--- src/hw/rv_pkg.sv ---
package rv_pkg;

    // Major opcodes of the supported subset
    typedef enum logic [6:0] {
        OPC_OP     = 7'b0110011,
        OPC_OP_IMM = 7'b0010011,
        OPC_LUI    = 7'b0110111,
        OPC_LOAD   = 7'b0000011,
        OPC_STORE  = 7'b0100011,
        OPC_BRANCH = 7'b1100011
    } opcode_e;

    // ADD is zero so a cleared payload is a harmless add
    typedef enum logic [3:0] {
        ALU_ADD,
        ALU_SUB,
        ALU_AND,
        ALU_OR,
        ALU_XOR,
        ALU_SLT,
        ALU_SLL,
        ALU_SRL,
        ALU_PASS_B
    } alu_op_e;

    typedef enum logic [1:0] {
        FWD_RF,
        FWD_EX_MEM,
        FWD_MEM_WB
    } fwd_sel_e;

    typedef struct packed {
        alu_op_e alu_op;
        logic    use_imm;
        logic    reg_write;
        logic    mem_read;
        logic    mem_write;
        logic    branch;
        logic    branch_ne;
    } ctrl_t;

    typedef struct packed {
        logic [31:0] pc;
        logic [31:0] instr;
    } if_id_t;

    typedef struct packed {
        logic [31:0] pc;
        logic [31:0] rs1_val;
        logic [31:0] rs2_val;
        logic [31:0] imm;
        logic [4:0]  rs1;
        logic [4:0]  rs2;
        logic [4:0]  rd;
        ctrl_t       ctrl;
    } id_ex_t;

    typedef struct packed {
        logic [31:0] result;
        logic [31:0] store_data;
        logic [4:0]  rd;
        ctrl_t       ctrl;
    } ex_mem_t;

    typedef struct packed {
        logic [31:0] wb_data;
        logic [4:0]  rd;
        logic        reg_write;
    } mem_wb_t;

endpackage

--- src/hw/pipe_reg.sv ---
`timescale 1ns/1ps

module pipe_reg #(
    parameter type T = logic [31:0]
) (
    input  logic clk,
    input  logic arst_n,
    input  logic hold,
    input  logic bubble,
    input  T     d,
    output T     q
);

    // All-zero payload has every control bit clear
    always_ff @(posedge clk or negedge arst_n) begin
        if (!arst_n) begin
            q <= '0;
        end else if (bubble) begin
            q <= '0;
        end else if (!hold) begin
            q <= d;
        end
    end

endmodule

--- src/hw/regfile.sv ---
`timescale 1ns/1ps

module regfile (
    input  logic        clk,
    input  logic        arst_n,
    input  logic [4:0]  ra1,
    input  logic [4:0]  ra2,
    output logic [31:0] rd1,
    output logic [31:0] rd2,
    input  logic        we,
    input  logic [4:0]  wa,
    input  logic [31:0] wd
);

    logic [31:0] regs [32];

    always_ff @(posedge clk or negedge arst_n) begin
        if (!arst_n) begin
            for (int i = 0; i < 32; i++) begin
                regs[i] <= '0;
            end
        end else if (we && wa != 5'd0) begin
            regs[wa] <= wd;
        end
    end

    // Write-through so ID sees the value retiring in WB
    assign rd1 = (ra1 == 5'd0) ? 32'd0 : (we && wa == ra1) ? wd : regs[ra1];
    assign rd2 = (ra2 == 5'd0) ? 32'd0 : (we && wa == ra2) ? wd : regs[ra2];

endmodule

--- src/hw/decoder.sv ---
`timescale 1ns/1ps

module decoder (
    input  logic [31:0]   instr,
    output logic [4:0]    rs1,
    output logic [4:0]    rs2,
    output logic [4:0]    rd,
    output logic [31:0]   imm,
    output rv_pkg::ctrl_t ctrl
);

    logic [2:0]      funct3;
    logic [6:0]      funct7;
    logic [31:0]     imm_i, imm_s, imm_b, imm_u;
    rv_pkg::alu_op_e f3_op;
    logic            use_rs1, use_rs2, valid;

    assign funct3 = instr[14:12];
    assign funct7 = instr[31:25];

    assign imm_i = {{20{instr[31]}}, instr[31:20]};
    assign imm_s = {{20{instr[31]}}, instr[31:25], instr[11:7]};
    assign imm_b = {{19{instr[31]}}, instr[31], instr[7], instr[30:25], instr[11:8], 1'b0};
    assign imm_u = {instr[31:12], 12'd0};

    // Shared by the register and immediate forms
    always_comb begin
        case (funct3)
            3'b001:  f3_op = rv_pkg::ALU_SLL;
            3'b010:  f3_op = rv_pkg::ALU_SLT;
            3'b100:  f3_op = rv_pkg::ALU_XOR;
            3'b101:  f3_op = rv_pkg::ALU_SRL;
            3'b110:  f3_op = rv_pkg::ALU_OR;
            3'b111:  f3_op = rv_pkg::ALU_AND;
            default: f3_op = rv_pkg::ALU_ADD;
        endcase
    end

    always_comb begin
        ctrl    = '0;
        imm     = imm_i;
        use_rs1 = 1'b0;
        use_rs2 = 1'b0;
        valid   = 1'b0;
        case (rv_pkg::opcode_e'(instr[6:0]))
            rv_pkg::OPC_OP: begin
                valid = funct3 != 3'b011 &&
                        (funct7 == 7'd0 || (funct7 == 7'b0100000 && funct3 == 3'b000));
                ctrl.alu_op    = funct7[5] ? rv_pkg::ALU_SUB : f3_op;
                ctrl.reg_write = 1'b1;
                use_rs1        = 1'b1;
                use_rs2        = 1'b1;
            end
            rv_pkg::OPC_OP_IMM: begin
                // srai and sltiu fall outside the subset
                valid = funct3 != 3'b011 && (funct3[1:0] != 2'b01 || funct7 == 7'd0);
                ctrl.alu_op    = f3_op;
                ctrl.use_imm   = 1'b1;
                ctrl.reg_write = 1'b1;
                use_rs1        = 1'b1;
            end
            rv_pkg::OPC_LUI: begin
                valid          = 1'b1;
                ctrl.alu_op    = rv_pkg::ALU_PASS_B;
                ctrl.use_imm   = 1'b1;
                ctrl.reg_write = 1'b1;
                imm            = imm_u;
            end
            rv_pkg::OPC_LOAD: begin
                valid          = funct3 == 3'b010;
                ctrl.use_imm   = 1'b1;
                ctrl.reg_write = 1'b1;
                ctrl.mem_read  = 1'b1;
                use_rs1        = 1'b1;
            end
            rv_pkg::OPC_STORE: begin
                valid          = funct3 == 3'b010;
                ctrl.use_imm   = 1'b1;
                ctrl.mem_write = 1'b1;
                imm            = imm_s;
                use_rs1        = 1'b1;
                use_rs2        = 1'b1;
            end
            rv_pkg::OPC_BRANCH: begin
                valid          = funct3[2:1] == 2'b00;
                ctrl.branch    = 1'b1;
                ctrl.branch_ne = funct3[0];
                imm            = imm_b;
                use_rs1        = 1'b1;
                use_rs2        = 1'b1;
            end
            default: ;
        endcase
        if (!valid) begin
            ctrl    = '0;
            use_rs1 = 1'b0;
            use_rs2 = 1'b0;
        end
    end

    // Unused fields read as x0 so they never trip the hazard logic
    assign rs1 = use_rs1 ? instr[19:15] : 5'd0;
    assign rs2 = use_rs2 ? instr[24:20] : 5'd0;
    assign rd  = ctrl.reg_write ? instr[11:7] : 5'd0;

endmodule

--- src/hw/alu.sv ---
`timescale 1ns/1ps

module alu (
    input  rv_pkg::alu_op_e op,
    input  logic [31:0]     a,
    input  logic [31:0]     b,
    input  logic            branch_ne,
    output logic [31:0]     y,
    output logic            cond
);

    logic lt_signed;

    assign lt_signed = $signed(a) < $signed(b);

    always_comb begin
        case (op)
            rv_pkg::ALU_ADD:    y = a + b;
            rv_pkg::ALU_SUB:    y = a - b;
            rv_pkg::ALU_AND:    y = a & b;
            rv_pkg::ALU_OR:     y = a | b;
            rv_pkg::ALU_XOR:    y = a ^ b;
            rv_pkg::ALU_SLT:    y = {31'd0, lt_signed};
            // Shift amount is the low five bits only
            rv_pkg::ALU_SLL:    y = a << b[4:0];
            rv_pkg::ALU_SRL:    y = a >> b[4:0];
            rv_pkg::ALU_PASS_B: y = b;
            default:            y = 32'd0;
        endcase
    end

    // beq on equal, bne on different
    assign cond = branch_ne ? (a != b) : (a == b);

endmodule

--- src/hw/hazard_unit.sv ---
`timescale 1ns/1ps

module hazard_unit (
    input  logic [4:0]       id_rs1,
    input  logic [4:0]       id_rs2,
    input  logic [4:0]       ex_rs1,
    input  logic [4:0]       ex_rs2,
    input  logic [4:0]       ex_rd,
    input  logic             ex_mem_read,
    input  logic [4:0]       mem_rd,
    input  logic             mem_reg_write,
    input  logic [4:0]       wb_rd,
    input  logic             wb_reg_write,
    input  logic             taken,
    input  logic             acki_n,
    input  logic             ackd_n,
    input  logic             mreq,
    output rv_pkg::fwd_sel_e fwd_a,
    output rv_pkg::fwd_sel_e fwd_b,
    output logic             stall,
    output logic             flush,
    output logic             interlock
);

    logic load_use;

    // Youngest producer wins, x0 is never forwarded
    function automatic rv_pkg::fwd_sel_e pick_src(input logic [4:0] rs);
        if (rs != 5'd0 && mem_reg_write && mem_rd == rs) begin
            return rv_pkg::FWD_EX_MEM;
        end else if (rs != 5'd0 && wb_reg_write && wb_rd == rs) begin
            return rv_pkg::FWD_MEM_WB;
        end
        return rv_pkg::FWD_RF;
    endfunction

    always_comb begin
        fwd_a = pick_src(ex_rs1);
        fwd_b = pick_src(ex_rs2);
    end

    assign load_use = ex_mem_read && ex_rd != 5'd0 && (ex_rd == id_rs1 || ex_rd == id_rs2);

    // A pending fetch or data access freezes the whole pipe
    assign interlock = acki_n | (mreq & ackd_n);

    assign stall = load_use & ~interlock;
    assign flush = taken & ~interlock;

endmodule

--- src/hw/core_top.sv ---
`timescale 1ns/1ps

module core_top #(
    parameter logic [31:0] RESET_PC = 32'h0000_0000
) (
    input  logic        clk,
    input  logic        arst_n,
    output logic [31:0] iad,
    input  logic [31:0] idt,
    input  logic        acki_n,
    output logic [31:0] dad,
    output logic [31:0] dout,
    input  logic [31:0] din,
    output logic        mreq,
    output logic        write,
    input  logic        ackd_n
);

    logic [31:0]      pc, branch_target;
    rv_pkg::if_id_t   if_id_d, if_id_q;
    rv_pkg::id_ex_t   id_ex_d, id_ex_q;
    rv_pkg::ex_mem_t  ex_mem_d, ex_mem_q;
    rv_pkg::mem_wb_t  mem_wb_d, mem_wb_q;
    logic [4:0]       id_rs1, id_rs2, id_rd;
    logic [31:0]      id_imm, rf_rd1, rf_rd2;
    rv_pkg::ctrl_t    id_ctrl;
    rv_pkg::fwd_sel_e fwd_a, fwd_b;
    logic [31:0]      op_a, op_b_reg, alu_b, alu_y;
    logic             alu_cond, taken;
    logic             stall, flush, interlock;
    logic             dmem_done;
    logic [31:0]      load_data;

    function automatic logic [31:0] fwd_mux(input rv_pkg::fwd_sel_e sel,
                                            input logic [31:0] rf_val,
                                            input logic [31:0] ex_mem_val,
                                            input logic [31:0] mem_wb_val);
        case (sel)
            rv_pkg::FWD_EX_MEM: return ex_mem_val;
            rv_pkg::FWD_MEM_WB: return mem_wb_val;
            default:            return rf_val;
        endcase
    endfunction

    // Fetch
    assign branch_target = id_ex_q.pc + id_ex_q.imm;

    always_ff @(posedge clk or negedge arst_n) begin
        if (!arst_n) begin
            pc <= RESET_PC;
        end else if (!interlock && !stall) begin
            pc <= flush ? branch_target : pc + 32'd4;
        end
    end

    assign iad     = pc;
    assign if_id_d = '{pc: pc, instr: idt};

    pipe_reg #(.T(rv_pkg::if_id_t)) if_id_reg (
        .clk(clk), .arst_n(arst_n),
        .hold(interlock | stall), .bubble(flush),
        .d(if_id_d), .q(if_id_q)
    );

    // Decode
    decoder i_decoder (
        .instr(if_id_q.instr),
        .rs1(id_rs1), .rs2(id_rs2), .rd(id_rd),
        .imm(id_imm), .ctrl(id_ctrl)
    );

    regfile i_regfile (
        .clk(clk), .arst_n(arst_n),
        .ra1(id_rs1), .ra2(id_rs2), .rd1(rf_rd1), .rd2(rf_rd2),
        .we(mem_wb_q.reg_write), .wa(mem_wb_q.rd), .wd(mem_wb_q.wb_data)
    );

    assign id_ex_d = '{pc: if_id_q.pc, rs1_val: rf_rd1, rs2_val: rf_rd2, imm: id_imm,
                       rs1: id_rs1, rs2: id_rs2, rd: id_rd, ctrl: id_ctrl};

    pipe_reg #(.T(rv_pkg::id_ex_t)) id_ex_reg (
        .clk(clk), .arst_n(arst_n),
        .hold(interlock), .bubble(stall | flush),
        .d(id_ex_d), .q(id_ex_q)
    );

    // Execute
    assign op_a     = fwd_mux(fwd_a, id_ex_q.rs1_val, ex_mem_q.result, mem_wb_q.wb_data);
    assign op_b_reg = fwd_mux(fwd_b, id_ex_q.rs2_val, ex_mem_q.result, mem_wb_q.wb_data);
    assign alu_b    = id_ex_q.ctrl.use_imm ? id_ex_q.imm : op_b_reg;

    alu i_alu (
        .op(id_ex_q.ctrl.alu_op), .a(op_a), .b(alu_b),
        .branch_ne(id_ex_q.ctrl.branch_ne), .y(alu_y), .cond(alu_cond)
    );

    assign taken    = id_ex_q.ctrl.branch & alu_cond;
    assign ex_mem_d = '{result: alu_y, store_data: op_b_reg, rd: id_ex_q.rd,
                        ctrl: id_ex_q.ctrl};

    pipe_reg #(.T(rv_pkg::ex_mem_t)) ex_mem_reg (
        .clk(clk), .arst_n(arst_n),
        .hold(interlock), .bubble(1'b0),
        .d(ex_mem_d), .q(ex_mem_q)
    );

    // Memory. An access that finished during a fetch wait is not issued again
    always_ff @(posedge clk or negedge arst_n) begin
        if (!arst_n) begin
            dmem_done <= 1'b0;
        end else if (!interlock) begin
            dmem_done <= 1'b0;
        end else if (mreq && !ackd_n) begin
            dmem_done <= 1'b1;
        end
    end

    always_ff @(posedge clk) begin
        if (mreq && !ackd_n) begin
            load_data <= din;
        end
    end

    assign mreq  = (ex_mem_q.ctrl.mem_read | ex_mem_q.ctrl.mem_write) & ~dmem_done;
    assign write = mreq & ex_mem_q.ctrl.mem_write;
    assign dad   = ex_mem_q.result;
    assign dout  = ex_mem_q.store_data;

    assign mem_wb_d.wb_data   = !ex_mem_q.ctrl.mem_read ? ex_mem_q.result :
                                dmem_done ? load_data : din;
    assign mem_wb_d.rd        = ex_mem_q.rd;
    assign mem_wb_d.reg_write = ex_mem_q.ctrl.reg_write;

    pipe_reg #(.T(rv_pkg::mem_wb_t)) mem_wb_reg (
        .clk(clk), .arst_n(arst_n),
        .hold(interlock), .bubble(1'b0),
        .d(mem_wb_d), .q(mem_wb_q)
    );

    hazard_unit i_hazard_unit (
        .id_rs1(id_rs1), .id_rs2(id_rs2),
        .ex_rs1(id_ex_q.rs1), .ex_rs2(id_ex_q.rs2), .ex_rd(id_ex_q.rd),
        .ex_mem_read(id_ex_q.ctrl.mem_read),
        .mem_rd(ex_mem_q.rd), .mem_reg_write(ex_mem_q.ctrl.reg_write),
        .wb_rd(mem_wb_q.rd), .wb_reg_write(mem_wb_q.reg_write),
        .taken(taken), .acki_n(acki_n), .ackd_n(ackd_n), .mreq(mreq),
        .fwd_a(fwd_a), .fwd_b(fwd_b),
        .stall(stall), .flush(flush), .interlock(interlock)
    );

endmodule

--- config.mk ---
export PLATFORM = sky130hd
export DESIGN_NAME = core_top
export DESIGN_NICKNAME = d
export VERILOG_FILES = /design/src/hw/rv_pkg.sv /design/src/hw/pipe_reg.sv /design/src/hw/regfile.sv /design/src/hw/decoder.sv /design/src/hw/alu.sv /design/src/hw/hazard_unit.sv /design/src/hw/core_top.sv
export SDC_FILE = /design/constraint.sdc
export NUM_CORES = 2
export LEC_CHECK = 0
export ABC_AREA = 0
export BUFFER_PORTS_ARGS = -buffer_cell sky130_fd_sc_hd__clkbuf_2
export CAP_MARGIN = 20
export CORE_ASPECT_RATIO = 0.5
export CORE_MARGIN = 4
export CORE_UTILIZATION = 57
export CTS_CLUSTER_DIAMETER = 50
export CTS_CLUSTER_SIZE = 24
export DETAILED_ROUTE_END_ITERATION = 12
export PLACE_DENSITY_LB_ADDON = 0.12
export REMOVE_ABC_BUFFERS = 1
export SLEW_MARGIN = 20
export SYNTH_ARGS = -nofsm -noshare
export SYNTH_HDL_FRONTEND = slang
export SYNTH_HIERARCHICAL = 1
export SYNTH_SLANG_ARGS = --single-unit
--- constraint.sdc ---
create_clock -name clk -period 6 [get_ports clk]
set_input_delay 0.6 -clock clk [delete_from_list [all_inputs] [get_ports clk]]
set_output_delay 0.6 -clock clk [all_outputs]
set_load 0.01 [all_outputs]
==> results by stage <==
Setup path:
- The most numerous cell on the critical path is buf_4.
- The worst setup path is launched from a flip-flop.
- The slowest cell on the critical path is o21ai_0.
- The endpoint type of the worst setup path is a flip-flop.
- The worst setup path is of the reg -> reg kind.
- Traced cell by cell, the critical path runs through or4_4, nor2_4, nor4_2, nor4_2, ha_2, buf_12, o21ai_0, mux2_2, inv_1, ha_1, nor3_1, buf_4, nand3_1, nor2_1, buf_4, xor2_1, and2_1, and2_4, buf_4, buf_4, nor2_1.
- The largest driver fanout on the critical path is 37.
- The critical path required time is 6.61 ns.
- The largest single stage delay on the critical path is 0.83 ns.
- The data arrival time of the worst path is 6.49 ns.

Place:
- The worst slack at placement is -0.198 ns.
- The congestion estimate from routability-driven global placement came to 1.06.
- The number of buffers inserted by port buffering is 165.
- The sum of net half-perimeters after detailed placement is 218000 um.

STA:
- The clock period could shrink to 5.88 ns.
- The worst pin sits at a relative slew slack of 13.6%.
- Dividing the final minimum period by the clock period gives 98.0%.
- The post-route clock skew is 0.0776 ns.
- The worst path meets setup with 0.120 ns of slack.
- Based on the critical path, the design can be clocked at up to 0.170 GHz.
- The final setup violation count is 0.
- For the pin with the worst max-slew slack, the measured transition is 1.30 ns.
- The hold violation count in the final report is 0.
- The final max-slew violation count is 0.
- Adding up every negative setup slack in the final design gives 0 ns.
- Setup repair after global routing could not meet its margin everywhere.

Clock tree:
- Clock-pin slew was measured on the worst setup and hold paths at 0.10 ns.
- The maximum buffer depth of the clock tree is 3.
- The number of levels the H-tree was split into is 3.
- TritonCTS built the clock tree.
- CTS saw 1416 sinks.
- The clock tree root buffer cell is clkbuf_16.
- The clock reaches the later pin of the worst-skew pair after 0.75 ns.
- Buffers inserted during clock tree synthesis total 102.

Yosys:
- The cell area after synthesis is 85200 um2.
- The synthesized netlist cell count is 7216.
- The mean area per synthesized cell is 11.8 um2.
- The number of warning messages in the yosys log is 6.

Power and ir drop:
- The clock power share is 42.2%.
- For this design the static power due to leakage is 41.7 nW.
- For this design the ratio of total power to cell area is 199 nW/um2.
- In this run switching power makes up 27.2% of total power.
- Registers are responsible for 52.5% of the overall power.
- In this run, the combinational gates consume 5.2% of the power.
- For this design the total switching power over the nets is 0.00509 W.
- Cell internal power was estimated by the tool at 0.0136 W.
- The worst-case vdd ir drop is 0.207 mV.

Floorplanning:
- The total area inside the core boundary comes to 147000 um2.
- The chip height is 281 um.
- In this run the count of I/O pins placed on the die edge is 166.
- The die area is 156000 um2.
- The number of rows created at floorplan is 99.
- The horizontal extent of the die is 555 um.
- For this configuration, the core starts out at a cell density of 57.9%.

Detailed routing:
- For this run, design rule violations remaining after detail routing come to 0.
- The via count is 67400.
- The number of nets with antenna violations after detailed routing is 0.
- After detailed routing, the average wire length per cell comes to 35.0 um.
- The total detailed-routing wirelength is 327000 um.
- The violation count after the first detailed-route iteration is 9187.
- For this run, the detailed router's first-pass iteration total came to 7.
- The number of vias per cell after detailed routing is 7.21.

Cells and area:
- The relative area change from synthesis to final layout is 10.1%.
- The final-layout fill cell count is 11400.
- The share of final-layout standard cells stronger than drive strength 1 is 34.0%.
- The number of nets in the layout is 7482.

GRT:
- The first global-routing pass estimated 471000 um of wire.
- The number of antenna violations at the first check in global routing was 13.
- Entering global routing, the biggest net connects 170 pins.
- The number of global-route vias before repair is 65900.
- The global-route congestion overflow total is 0.
- Global routing used 41.3% of the available tracks.

Run status:
- The run finished with clean final reports.

Flow run:
- The max-cap violation count is 0.

Min path:
- The worst hold path belongs to the class in -> reg.
==> metal layers <==
| layer | share of wire (%) | track usage (%) | vias up |
|---|---|---|---|
| met2 | 41 | 58.1 | 4288 |
| li1 | - | - | 27300 |
| met1 | 40 | 58.3 | 35000 |
| met3 | 14 | 15.9 | 770 |
| met5 | 0.025 | 0 | - |
| met4 | 4.3 | 15.1 | 12 |
==> state kept, by name (all words and copies together), names as in the netlist <==
signal          count
load_data          32
if_id_reg/q        64
iad                32
mem_wb_reg/q       38
id_ex_reg/q       153
ex_mem_reg/q       72
dmem_done           1
i_regfile/regs   1024
==> what timing repair did <==
item | CTS | global route
gates resized for setup | 7 | 49
setup endpoints to repair | 177 | 213
setup buffers | 1 | 1
pin swaps | 1 | 6
hold buffers | 3 | 0
endpoints found under the hold margin | 98 | 0
==> worst max-delay path, delay by kind of cell, from the launching register on <==
family                     cells  cell delay, ns
and+or+nand+nor               10            1.97
adders and majority gates      2            0.71
buffers and inverters          6            1.28
DFF                            1            0.44
muxes                          1            0.35
AOI/OAI and AO/OA              1            0.83
xor gates and xnor gates       1            0.12
==> cells in the final DEF (no fill, tap or decap), drive strengths merged, types with 178 or more instances in the layout <==
cell type     n
dfrtp      1384
mux2       1072
mux2i       606
nor2        587
buf         483
mux4        440
nand2       340
a21oi       284
clkbuf      271
o21ai       211
a22oi       178
==> final timing paths <==
| kind | startpoint | endpoint | slack, ns | cells after the start |
|---|---|---|---|---|
| setup reg to reg | id_ex_reg/q[18] | if_id_reg/q[10] | 0.12 | 21 |
| max in group asynchronous | arst_n | i_regfile/regs[768] | 3.85 | 3 |
| hold reg to reg | i_regfile/regs[1007] | i_regfile/regs[1007] | 0.40 | 0 |
| setup / recovery | id_ex_reg/q[18] | if_id_reg/q[10] | 0.12 | 21 |
| min in group asynchronous | arst_n | i_regfile/regs[983] | 0.46 | 2 |
| hold / removal | din[19] | load_data[19] | 0.05 | 1 |
==> layout make-up <==
type | instances | area, um2 | share of cell area [%]
flip-flops and latches | 1416 | 35600 | 37.9
diodes | 7 | 17.5 | 0.0187
multi-input cells | 4987 | 46300 | 49.4
clock inverters | 87 | 1170 | 1.25
repair buffers | 650 | 5190 | 5.53
clock buffers | 107 | 2620 | 2.80
well taps | 1969 | 2460 | 2.63
inverters | 121 | 464 | 0.495
==> power groups by stage <==
stage | registers, W | clock network [W] | logic (W)
3_5_place_dp | 0.0100 | 0 | 0.000959
5_1_grt | 0.00983 | 0.00837 | 0.00108
4_1_cts | 0.00982 | 0.00796 | 0.000967
6_report | 0.00982 | 0.00789 | 0.000979
2_1_floorplan | 0.00991 | 0 | 0.000620
3_3_place_gp | 0.0100 | 0 | 0.000930
==> stage by stage <==
| stage | hold slack [ns] | cells | total power (W) | area (um2) | util [%] |
|---|---|---|---|---|---|
| 2_1_floorplan | 0.304 | 6524 | 0.0105 | 81800 | - |
| 6_report | 0.0451 | 9344 | 0.0187 | 93800 | 63.8 |
| 3_5_place_dp | 0.383 | 9136 | 0.0110 | 89800 | 61.0 |
| 5_1_grt | 0.0105 | 9337 | 0.0193 | 93800 | 63.7 |
| 3_3_place_gp | 0.374 | 9133 | 0.0109 | 89700 | 60.9 |
| 4_1_cts | 0.00495 | 9334 | 0.0187 | 93600 | 63.6 |
No activity file was read; power rests on OpenSTA's default activity.
